==> src/hdl/eth_tx_pkg.sv <==
package eth_tx_pkg;

    // ~~~~~~~~~~~~~~~~~~~~~~~~~~~~~~~~~~~~~~~~~~~~~~~~~~
    // Field types
    // ~~~~~~~~~~~~~~~~~~~~~~~~~~~~~~~~~~~~~~~~~~~~~~~~~~

    typedef logic [7:0]  byte_t;
    typedef logic [47:0] mac_addr_t;
    typedef logic [31:0] ip_addr_t;
    typedef logic [15:0] udp_port_t;
    typedef logic [31:0] crc_t;

    // One end of the UDP link, as seen on the wire.
    typedef struct packed {
        mac_addr_t mac;
        ip_addr_t  ip;
        udp_port_t port;
    } endpoint_t;

    // ~~~~~~~~~~~~~~~~~~~~~~~~~~~~~~~~~~~~~~~~~~~~~~~~~~
    // Frame layout
    // ~~~~~~~~~~~~~~~~~~~~~~~~~~~~~~~~~~~~~~~~~~~~~~~~~~

    localparam int PREAMBLE_BYTES = 7;
    localparam int SFD_BYTES      = 1;
    localparam int HEADER_BYTES   = 42;
    localparam int FCS_BYTES      = 4;
    localparam int GAP_BYTES      = 12;

    // Ethernet, IPv4 and UDP headers back to back.
    // The first byte on the wire sits in the top bits.
    typedef logic [HEADER_BYTES*8-1:0] frame_header_t;

    localparam byte_t PREAMBLE_VAL = 8'h55;
    localparam byte_t SFD_VAL      = 8'hD5;

    localparam logic [15:0] ETHERTYPE_IPV4 = 16'h0800;

    localparam byte_t IP_TTL       = 8'd64;
    localparam byte_t IP_PROTO_UDP = 8'd17;

endpackage
==> src/hdl/mac_tx.sv <==
`timescale 1ns/1ns

module mac_tx #(
    parameter int PAYLOAD_WIDTH   = 11,
    parameter int FIFO_ADDR_WIDTH = 11
) (
    input  logic                     clk_i,
    input  logic                     rst_i,
    input  eth_tx_pkg::byte_t        fifo_data_i,
    input  logic                     fifo_valid_i,
    input  logic [FIFO_ADDR_WIDTH:0] fifo_count_i,
    output logic                     fifo_pop_o,
    input  logic [PAYLOAD_WIDTH-1:0] payload_len_i,
    input  eth_tx_pkg::endpoint_t    fpga_ep_i,
    input  eth_tx_pkg::endpoint_t    host_ep_i,
    output logic                     tx_en_o,
    output eth_tx_pkg::byte_t        tx_d_o
);
    import eth_tx_pkg::*;

    typedef enum logic [2:0] {
        IDLE,
        PREAMBLE,
        SFD,
        HEADER,
        DATA,
        FCS,
        GAP
    } tx_state_t;

    // Wide enough for the header as well as the longest payload.
    localparam int CNT_WIDTH = (PAYLOAD_WIDTH > 6) ? PAYLOAD_WIDTH : 6;

    tx_state_t                state_q;
    tx_state_t                state_next;
    logic [CNT_WIDTH-1:0]     state_cnt;
    logic                     start;
    logic [PAYLOAD_WIDTH-1:0] len_q;
    logic [PAYLOAD_WIDTH-1:0] len_last;
    endpoint_t                fpga_ep_q;
    endpoint_t                host_ep_q;
    frame_header_t            header;
    frame_header_t            header_sr;
    crc_t                     fcs;
    logic [23:0]              fcs_sr;
    logic                     hdr_load;
    byte_t                    tx_data;
    logic                     tx_valid;

    assign start    = (32'(fifo_count_i) >= 32'(payload_len_i)) && (payload_len_i != '0);
    assign len_last = len_q - 1'b1;

    // ~~~~~~~~~~~~~~~~~~~~~~~~~~~~~~~~~~~~~~~~~~~~~~~~~~
    // Frame sequencer
    // ~~~~~~~~~~~~~~~~~~~~~~~~~~~~~~~~~~~~~~~~~~~~~~~~~~

    always_comb begin
        state_next = state_q;
        case (state_q)
            IDLE: begin
                if (start) begin
                    state_next = PREAMBLE;
                end
            end
            PREAMBLE: begin
                if (state_cnt == CNT_WIDTH'(PREAMBLE_BYTES - 1)) begin
                    state_next = SFD;
                end
            end
            SFD: begin
                if (state_cnt == CNT_WIDTH'(SFD_BYTES - 1)) begin
                    state_next = HEADER;
                end
            end
            HEADER: begin
                if (state_cnt == CNT_WIDTH'(HEADER_BYTES - 1)) begin
                    state_next = DATA;
                end
            end
            DATA: begin
                if (state_cnt == CNT_WIDTH'(len_last)) begin
                    state_next = FCS;
                end
            end
            FCS: begin
                if (state_cnt == CNT_WIDTH'(FCS_BYTES - 1)) begin
                    state_next = GAP;
                end
            end
            GAP: begin
                if (state_cnt == CNT_WIDTH'(GAP_BYTES - 1)) begin
                    state_next = IDLE;
                end
            end
            default: state_next = IDLE;
        endcase
    end

    always_ff @(posedge clk_i) begin
        if (rst_i) begin
            state_q   <= IDLE;
            state_cnt <= '0;
        end else begin
            state_q   <= state_next;
            state_cnt <= (state_q != state_next) ? '0 : state_cnt + 1'b1;
        end
    end

    // Per-frame inputs are frozen for the whole frame.
    always_ff @(posedge clk_i) begin
        if (state_q == IDLE && start) begin
            len_q     <= payload_len_i;
            fpga_ep_q <= fpga_ep_i;
            host_ep_q <= host_ep_i;
        end
    end

    assign hdr_load = (state_q == PREAMBLE) && (state_cnt == '0);

    frame_header_gen #(
        .PAYLOAD_WIDTH(PAYLOAD_WIDTH)
    ) u_header_gen (
        .clk_i        (clk_i),
        .rst_i        (rst_i),
        .load_i       (hdr_load),
        .payload_len_i(len_q),
        .fpga_ep_i    (fpga_ep_q),
        .host_ep_i    (host_ep_q),
        .header_o     (header)
    );

    // ~~~~~~~~~~~~~~~~~~~~~~~~~~~~~~~~~~~~~~~~~~~~~~~~~~
    // Byte select and output stage
    // ~~~~~~~~~~~~~~~~~~~~~~~~~~~~~~~~~~~~~~~~~~~~~~~~~~

    always_comb begin
        tx_valid = 1'b1;
        tx_data  = '0;
        case (state_q)
            PREAMBLE: tx_data = PREAMBLE_VAL;
            SFD:      tx_data = SFD_VAL;
            HEADER:   tx_data = header_sr[$bits(frame_header_t)-1 -: 8];
            DATA: begin
                tx_valid = fifo_valid_i;
                tx_data  = fifo_data_i;
            end
            FCS:      tx_data = (state_cnt == '0) ? fcs[7:0] : fcs_sr[7:0];
            default:  tx_valid = 1'b0;
        endcase
    end

    assign fifo_pop_o = state_q == DATA;

    // The header is ready by SFD. The CRC holds still during FCS.
    always_ff @(posedge clk_i) begin
        if (state_q == SFD) begin
            header_sr <= header;
        end else if (state_q == HEADER) begin
            header_sr <= header_sr << 8;
        end
        if (state_q == FCS) begin
            fcs_sr <= (state_cnt == '0) ? fcs[31:8] : fcs_sr >> 8;
        end
    end

    fcs_crc32 u_fcs (
        .clk_i  (clk_i),
        .rst_i  (rst_i),
        .clear_i(state_q == IDLE),
        .en_i   ((state_q == HEADER) || (state_q == DATA)),
        .data_i (tx_data),
        .crc_o  (fcs)
    );

    always_ff @(posedge clk_i) begin
        if (rst_i) begin
            tx_en_o <= 1'b0;
        end else begin
            tx_en_o <= tx_valid;
        end
        tx_d_o <= tx_data;
    end

endmodule

==> src/hdl/fcs_crc32.sv <==
`timescale 1ns/1ns

module fcs_crc32 (
    input  logic              clk_i,
    input  logic              rst_i,
    input  logic              clear_i,
    input  logic              en_i,
    input  eth_tx_pkg::byte_t data_i,
    output eth_tx_pkg::crc_t  crc_o
);
    import eth_tx_pkg::*;

    localparam crc_t POLY = 32'hEDB88320;

    crc_t crc_q;
    crc_t crc_next;

    // Reflected form, so the byte enters LSB first.
    always_comb begin
        crc_next = crc_q;
        for (int i = 0; i < 8; i++) begin
            if (crc_next[0] ^ data_i[i]) begin
                crc_next = (crc_next >> 1) ^ POLY;
            end else begin
                crc_next = crc_next >> 1;
            end
        end
    end

    always_ff @(posedge clk_i) begin
        if (rst_i || clear_i) begin
            crc_q <= '1;
        end else if (en_i) begin
            crc_q <= crc_next;
        end
    end

    // Final inversion, low byte goes out first.
    assign crc_o = ~crc_q;

endmodule

==> src/hdl/frame_header_gen.sv <==
`timescale 1ns/1ns

module frame_header_gen #(
    parameter int PAYLOAD_WIDTH = 11
) (
    input  logic                      clk_i,
    input  logic                      rst_i,
    input  logic                      load_i,
    input  logic [PAYLOAD_WIDTH-1:0]  payload_len_i,
    input  eth_tx_pkg::endpoint_t     fpga_ep_i,
    input  eth_tx_pkg::endpoint_t     host_ep_i,
    output eth_tx_pkg::frame_header_t header_o
);
    import eth_tx_pkg::*;

    localparam logic [15:0] IP_VER_IHL_TOS = 16'h4500;
    localparam logic [15:0] IP_FLAGS_DF    = 16'h4000;
    localparam logic [15:0] IP_HDR_LEN     = 16'd20;
    localparam logic [15:0] UDP_HDR_LEN    = 16'd8;

    logic [15:0] udp_len;
    logic [15:0] ip_len;
    logic [15:0] ip_words [10];
    logic [19:0] word_sum;
    logic [16:0] fold_1;
    logic [15:0] fold_2;
    logic [15:0] ip_csum;

    assign udp_len = 16'(payload_len_i) + UDP_HDR_LEN;
    assign ip_len  = udp_len + IP_HDR_LEN;

    // ~~~~~~~~~~~~~~~~~~~~~~~~~~~~~~~~~~~~~~~~~~~~~~~~~~
    // IPv4 header checksum
    // ~~~~~~~~~~~~~~~~~~~~~~~~~~~~~~~~~~~~~~~~~~~~~~~~~~

    // The checksum field itself counts as zero.
    always_comb begin
        ip_words[0] = IP_VER_IHL_TOS;
        ip_words[1] = ip_len;
        ip_words[2] = 16'h0000;
        ip_words[3] = IP_FLAGS_DF;
        ip_words[4] = {IP_TTL, IP_PROTO_UDP};
        ip_words[5] = 16'h0000;
        ip_words[6] = fpga_ep_i.ip[31:16];
        ip_words[7] = fpga_ep_i.ip[15:0];
        ip_words[8] = host_ep_i.ip[31:16];
        ip_words[9] = host_ep_i.ip[15:0];
    end

    always_comb begin
        word_sum = '0;
        for (int i = 0; i < 10; i++) begin
            word_sum = word_sum + 20'(ip_words[i]);
        end
    end

    // Two end-around carry folds bring the sum back into 16 bits.
    assign fold_1  = {1'b0, word_sum[15:0]} + 17'(word_sum[19:16]);
    assign fold_2  = fold_1[15:0] + 16'(fold_1[16]);
    assign ip_csum = ~fold_2;

    always_ff @(posedge clk_i) begin
        if (rst_i) begin
            header_o <= '0;
        end else if (load_i) begin
            header_o <= {
                host_ep_i.mac, fpga_ep_i.mac, ETHERTYPE_IPV4,
                IP_VER_IHL_TOS, ip_len, 16'h0000, IP_FLAGS_DF,
                IP_TTL, IP_PROTO_UDP, ip_csum,
                fpga_ep_i.ip, host_ep_i.ip,
                fpga_ep_i.port, host_ep_i.port, udp_len, 16'h0000
            };
        end
    end

endmodule

==> config.mk <==
export PLATFORM = sky130hd
export DESIGN_NAME = mac_tx
export DESIGN_NICKNAME = d
export VERILOG_FILES = /design/src/hdl/eth_tx_pkg.sv /design/src/hdl/mac_tx.sv /design/src/hdl/fcs_crc32.sv /design/src/hdl/frame_header_gen.sv
export SDC_FILE = /design/constraint.sdc
export NUM_CORES = 1
export LEC_CHECK = 0
export ABC_CLOCK_PERIOD_IN_PS = 31000
export BUFFER_PORTS_ARGS = -buffer_cell sky130_fd_sc_hd__buf_2
export CAP_MARGIN = 25
export CORE_MARGIN = 10
export CORE_UTILIZATION = 26
export CTS_CLUSTER_DIAMETER = 200
export CTS_CLUSTER_SIZE = 14
export DETAILED_ROUTE_END_ITERATION = 10
export SYNTH_ARGS = -nofsm -noshare
export SYNTH_HDL_FRONTEND = slang
export SYNTH_SLANG_ARGS = --single-unit
==> constraint.sdc <==
create_clock -name clk_i -period 31 [get_ports clk_i]
set_input_delay 3.1 -clock clk_i [delete_from_list [all_inputs] [get_ports clk_i]]
set_output_delay 3.1 -clock clk_i [all_outputs]
set_load 0.05 [all_outputs]
======== Yosys cells after proc, flatten, opt, wreduce, memory -nomap -nowiden ========
Index checks and enable logic that the tools add are counted.
Widths: inputs -> output; s select.
operators by class
  equality and inequality tests ........... 12
  bitwise logic cells ..................... 18
  reductions and logical operators ........ 11
  add/sub/neg operators ................... 13
  magnitude comparators ................... 1
  mux-type cells .......................... 22
operators with widths
  kind                    count
  $mux 336                2
  $mux 32                 8
  $not 13->14             8
  $add 20x16->20          4
  $add 20x15->20 const B  2
  $pmux 8 s5              1
  $not 32->32             1
  $mux 3                  7
  $pmux 3 s7              1
  $add 15x16->17 const A  1
  $add 16x4->17           1
  $add 16x1->16           1
  $add 16x5->16 const B   1
  $mux 16                 1
  $not 16->16             1
  $add 11x4->12 const B   1
  $ge 12x11->1            1
  $add 11x1->11 const B   1
  $eq 11x11->1            1
  $eq 11x2->1 const B     1
  $eq 11x3->1 const B     1
  $eq 11x4->1 const B     1
  $eq 11x6->1 const B     1
  $logic_not 11->1        1
  other kinds (15)        28
word-level totals
  word-level logic and storage cells ...... 94
  bits of input ports ..................... 226
  bits in registers ....................... 858
  output and inout port bits .............. 10

======== Longest topological paths before layout ========
  depth in word-level cells ............... 19
  gate-level depth with buffers ........... 44
  depth with buffers taken out ............ 43

======== Modules after synthesis ========
A second synthesis with hierarchy kept.
second synthesis, totals
  cells, all modules ...................... 2667
  area total of the unflattened synthesis .. 36919.2 um2
by module, submodules not included
  module            seq. area each (um2)  area an instance (um2)  instances  cells each
  mac_tx            17366.7               23062.1                 1          1225
  frame_header_gen  4644.5                11940.2                 1          1227
  fcs_crc32         640.6                 1916.8                  1          215

======== Least setup slack after synthesis ========
OpenSTA, ideal clock, no wires.
  kind .................................... reg2reg
  start point ............................. register state_q[2]
  end point ............................... register header_sr[192] (data pin)
  setup time .............................. 129 ps
  buffers on the path ..................... 2
  path slack .............................. 20468 ps
  clock period less this slack ............ 10532 ps
  cell stages (with the launch flop) ...... 6
  data arrival time ....................... 10402 ps
  data required time ...................... 30871 ps
  path through ............................ dfxtp_1 buf_4 nor2b_1 clkbuf_1 and3_1 a21o_1
on the way
  word-level cells in the longest chain between the ends .. 2
ends and longest elaborated chain
  item                    line           RTL
  start, declared         mac_tx.sv:34   tx_state_t state_q;
  start signal, assigned  mac_tx.sv:104  state_q <= state_next;
  $eq 3x2->1              mac_tx.sv:156  if (state_q == SFD) begin
  $mux 336                mac_tx.sv:156
  end signal, assigned    mac_tx.sv:157  header_sr <= header;
  end signal, assigned    mac_tx.sv:159  header_sr <= header_sr << 8;
  end, declared           mac_tx.sv:43   frame_header_t header_sr;
No other way between the ends.
A chain may end at the register's enable or synchronous reset.

======== Final worst setup path ========
  start point ............................. register len_q[3]
  end point ............................... register u_header_gen.header_o[143]
on the way
  word-level cells in the longest chain between the ends .. 12
ends and longest elaborated chain
  item                          line                    RTL
  start, declared               mac_tx.sv:38            logic [PAYLOAD_WIDTH-1:0] len_q;
  start signal, assigned        mac_tx.sv:112           len_q <= payload_len_i;
  $add 11x4->12                 frame_header_gen.sv:29  assign udp_len = 16'(payload_len_i) + UDP_HDR_LEN;
  via u_header_gen.udp_len[3]   frame_header_gen.sv:21  logic [15:0] udp_len;
  $add 16x5->16                 frame_header_gen.sv:30  assign ip_len = udp_len + IP_HDR_LEN;
  $add 15x16->17                frame_header_gen.sv:53  word_sum = word_sum + 20'(ip_words[i]);
  $add 20x15->20 (2 in series)  frame_header_gen.sv:53
  $add 20x16->20 (4 in series)  frame_header_gen.sv:53
  $add 16x4->17                 frame_header_gen.sv:58  assign fold_1 = {1'b0, word_sum[15:0]} + 17'(word_sum[19:16]);
  $add 16x1->16                 frame_header_gen.sv:59  assign fold_2 = fold_1[15:0] + 16'(fold_1[16]);
  $not 16->16                   frame_header_gen.sv:60  assign ip_csum = ~fold_2;
  end signal, assigned          frame_header_gen.sv:66  header_o <= {
  end, declared                 frame_header_gen.sv:12  output eth_tx_pkg::frame_header_t header_o
The timed path passes the listed nets, and every way through them passes these cells.

==> reports/summary.md <==
Clocking
• clock root buffer: sky130_fd_sc_hd__clkbuf_16
• number of buffers between clock root and the deepest sink: 3
• Clock Pin Slew Worst Setup and Hold Paths: 0.08 ns
• number of buffers added by the clock tree synthesis step: 69
• Resize count post-CTS: 0
• number of buffers inserted to repair setup after CTS: 0
• level count of the clock H-tree: 3
• worst-skew pair later-pin latency: 0.66 ns
• TritonCTS clock tree: yes
• hold-fix buffer count after cts: 0
• count of clock tree sinks: 834

Logic synthesis
• proportion of synthesized flip-flops having asynchronous set or reset: 0%
• proportion of synthesized chip area in sequential cells: 63.4%
• synthesized instance count: 3265
• count of different cell masters after synthesis: 90
• share of the synthesized area in the top cell type: 46.9%
• Ys Warns: 0
• dominant synthesized flop cell: sky130_fd_sc_hd__edfxtp_1
• number of enable flip-flop cells after synthesis: 547
• biggest area consumer among synthesized cells: sky130_fd_sc_hd__edfxtp_1
• most frequent cells after synthesis: sky130_fd_sc_hd__nand2_1 (1145), sky130_fd_sc_hd__edfxtp_1 (547), sky130_fd_sc_hd__dfxtp_1 (287), sky130_fd_sc_hd__a21oi_1 (240), sky130_fd_sc_hd__clkbuf_1 (160)
• synth top area cells: sky130_fd_sc_hd__edfxtp_1 (47%), sky130_fd_sc_hd__dfxtp_1 (16%), sky130_fd_sc_hd__nand2_1 (12%), sky130_fd_sc_hd__a21oi_1 (3.4%), sky130_fd_sc_hd__fa_1 (2.7%)
• Netlist Area Pre-Place: 0.0350 mm2
• average instance area after synthesis: 10.7 um2
• flop and latch count out of synthesis: 834
• most numerous cell in the Yosys netlist: sky130_fd_sc_hd__nand2_1
• synthesized netlist net count: 3599

Power and ir drop
• reported leakage power: 15.2 nW
• Pwr Total: 3.36 mW
• Worst VDD drop: 0.0883 mV
• power density cells: 83.8 mW/mm2

Hold path
• origin of the worst min-delay path: u_header_gen.header_o[193]
• Hold/Removal Path Class: register to register
• hold endpoint: u_header_gen.header_o[193]
• cell count of the worst hold path: 2

Worst setup path
• Worst R2R Setup Slack: 20.43 ns
• Critical Setup Path Class: register to register
• Buf/Inv on CP: 5
• most used cell, CP: sky130_fd_sc_hd__inv_1
• arrival time of the worst setup path: 11.09 ns
• family of cells with the greatest summed delay on the critical path: compound AO/OA/AOI/OAI gates
• slowest stage delay, CP: 0.53 ns
• R2R Path End: u_header_gen.header_o[143]
• largest fanout on the critical path: 10
• R2R depth: 43
• Startpoint Class: register
• required time of the worst setup path: 31.52 ns
• crit path max-delay cell type: sky130_fd_sc_hd__fa_1
• worst reg2reg path startpoint: len_q[3]
• CP Capture Type: register

Drt
• average vias per placed instance: 4.37
• final WL: 90300 um
• number of violations reported at the end of detailed-routing iteration 0: 1849
• Antenna Nets Post-Route: 0
• via count: 22961
• average wire per cell in the routed design: 17.2 um
• DRC violation count after routing: 0
• number of search-and-repair iterations in the first detailed-routing pass: 5

Global routing
• overall fraction of global-route tracks in use: 11.7%
• pin count of the biggest net entering global routing: 234
• gr ovfl total: 0
• global-route wire length before repair: 138000 um
• antenna violations before repair: 10
• via count of the first global-routing pass: 22844

Timing
• unrepaired setup endpoints after global routing: false
• clock period minus final worst setup slack: 10.57 ns
• actual transition at the worst max-transition pin: 1.19 ns
• setup violation total in the final timing report: 0
• sum of negative setup slack: 0 ns
• Slew Limit Headroom: 20.5%
• maximum clock frequency: 94.6 MHz
• max-slew violations: 0
• portion of the clock cycle consumed by the worst path in the final layout: 34.1%
• number of hold violations in the final report: 0
• crit path setup slack, layout: 20.43 ns
• Clock Skew: 0.0350 ns

Finish
• Final nets: 3760
• synthesis-to-finish area growth: 14.5%
• post-layout util: 30.0%
• filler cell count: 13701
• share of cells above drive strength 1: 10.9%

Floorplanning
• number of I/O pins: 236
• core area: 0.134 mm2
• total die area: 0.150 mm2
• die outline width: 387 um
• initial standard-cell utilization of the core: 26.2%
• overall die height: 387 um
• # rows: 134

Outcome
• outcome: finished clean

Placed design
• weighted congestion reported at the end of routability-driven placement: 0.835
• detailed-placement wirelength estimate: 59400 um
• dpl ws: 20.66 ns
• port bufs: 235

Flow run
• number of maximum-capacitance constraint violations: 0

-- worst max path at each step --
stage	cells past startpoint	end	slack (ns)	from
2_1_floorplan	5	header_sr[192]	20.47	state_q[2]
3_3_place_gp	43	u_header_gen.header_o[142]	20.85	len_q[3]
3_5_place_dp	43	u_header_gen.header_o[143]	20.66	len_q[3]
4_1_cts	43	u_header_gen.header_o[143]	20.54	len_q[3]
5_1_grt	43	u_header_gen.header_o[143]	19.57	len_q[3]
6_report	43	u_header_gen.header_o[143]	20.43	len_q[3]
-- layout make-up --
| type | count | area, um2 | area share (%) |
|---|---|---|---|
| Antenna cell | 6 | 15.0 | 0.0375 |
| Clock buffer | 118 | 1930 | 4.82 |
| Clock inverter | 5 | 66.3 | 0.166 |
| Inverter | 110 | 413 | 1.03 |
| Multi-Input combinational cell | 2151 | 11800 | 29.5 |
| Sequential cell | 834 | 22200 | 55.3 |
| Tap cell | 1768 | 2210 | 5.52 |
| Timing Repair Buffer | 260 | 1450 | 3.61 |
-- power by group --
group / switching [mW] / total [mW] / internal [mW]
Combinational: 0.775 / 1.21 / 0.439
Clock: 0.410 / 0.837 / 0.427
Sequential: 0.0444 / 1.31 / 1.26
Total: 1.23 / 3.36 / 2.13
-- layer usage --
| metal | share of wire (%) | GRT usage, % | vias to the layer above |
|---|---|---|---|
| li1 | - | - | 11268 |
| met1 | 45 | 15.7 | 11066 |
| met2 | 47 | 19.1 | 506 |
| met3 | 5.2 | 2.19 | 119 |
| met4 | 2.6 | 3.47 | 2 |
| met5 | 0.014 | 0 | - |
-- sequential cells by signal, indices dropped and copies added (netlist names) --
name,cells
u_fcs.crc_q,32
tx_d_o,8
fcs_sr,24
fpga_ep_q,96
state_cnt,11
header_sr,320
state_q,3
u_header_gen.header_o,232
tx_en_o,1
len_q,11
host_ep_q,96
-- kinds of logic (layout without fill, tap and decap cells) --
family / Yosys count / after routing / share of synthesized area, %
compound gates: 434 / 434 / 7.57
xor+xnor: 123 / 123 / 3.33
fa+ha+maj: 108 / 108 / 4.87
buf+inv: 280 / 493 / 3.04
flops: 834 / 834 / 63.4
mux: 8 / 8 / 0.279
other cells: 1 / 7 / 0.0107
simple gates: 1477 / 1477 / 17.5
-- worst min-delay path, cell delays in order, from the launching register on --
cell and delay (ns):
sky130_fd_sc_hd__dfxtp_1 0.31, sky130_fd_sc_hd__nand2_1 0.05, sky130_fd_sc_hd__a21oi_1 0.05
-- per-stage QoR --
step	instances	hold WS, ns	instance area [um2]
2_1_floorplan	3265	0.432	35000
3_3_place_gp	5121	0.440	38000
3_5_place_dp	5123	0.443	38000
4_1_cts	5246	0.452	40000
5_1_grt	5246	0.463	40000
6_report	5252	0.451	40100
-- cell usage in the layout, fill, tap and decap left out, types with 5 or more instances in the layout --
master                      count
sky130_fd_sc_hd__nand2_1     1144
sky130_fd_sc_hd__edfxtp_1     547
sky130_fd_sc_hd__dfxtp_1      287
sky130_fd_sc_hd__a21oi_1      240
sky130_fd_sc_hd__buf_2        234
sky130_fd_sc_hd__nor2_1       110
sky130_fd_sc_hd__inv_1        108
sky130_fd_sc_hd__and2_1        84
sky130_fd_sc_hd__clkbuf_16     70
sky130_fd_sc_hd__xnor2_1       69
sky130_fd_sc_hd__ha_1          61
sky130_fd_sc_hd__o21ai_0       57
sky130_fd_sc_hd__clkbuf_1      48
sky130_fd_sc_hd__fa_1          47
sky130_fd_sc_hd__xor2_1        46
sky130_fd_sc_hd__nand3_1       24
sky130_fd_sc_hd__and3_1        21
sky130_fd_sc_hd__o211ai_1      21
sky130_fd_sc_hd__a21o_1        20
sky130_fd_sc_hd__nor3_1        19
sky130_fd_sc_hd__buf_4         18
sky130_fd_sc_hd__a211oi_1      15
sky130_fd_sc_hd__o21a_1        12
sky130_fd_sc_hd__nand4_1        9
sky130_fd_sc_hd__nand2b_1       9
sky130_fd_sc_hd__nor2b_1        9
sky130_fd_sc_hd__diode_2        6
sky130_fd_sc_hd__or3_1          5
sky130_fd_sc_hd__mux2i_1        5
sky130_fd_sc_hd__a41oi_1        5
sky130_fd_sc_hd__nor4_1         5
sky130_fd_sc_hd__buf_12         5
(Power assumes the default switching activity.)
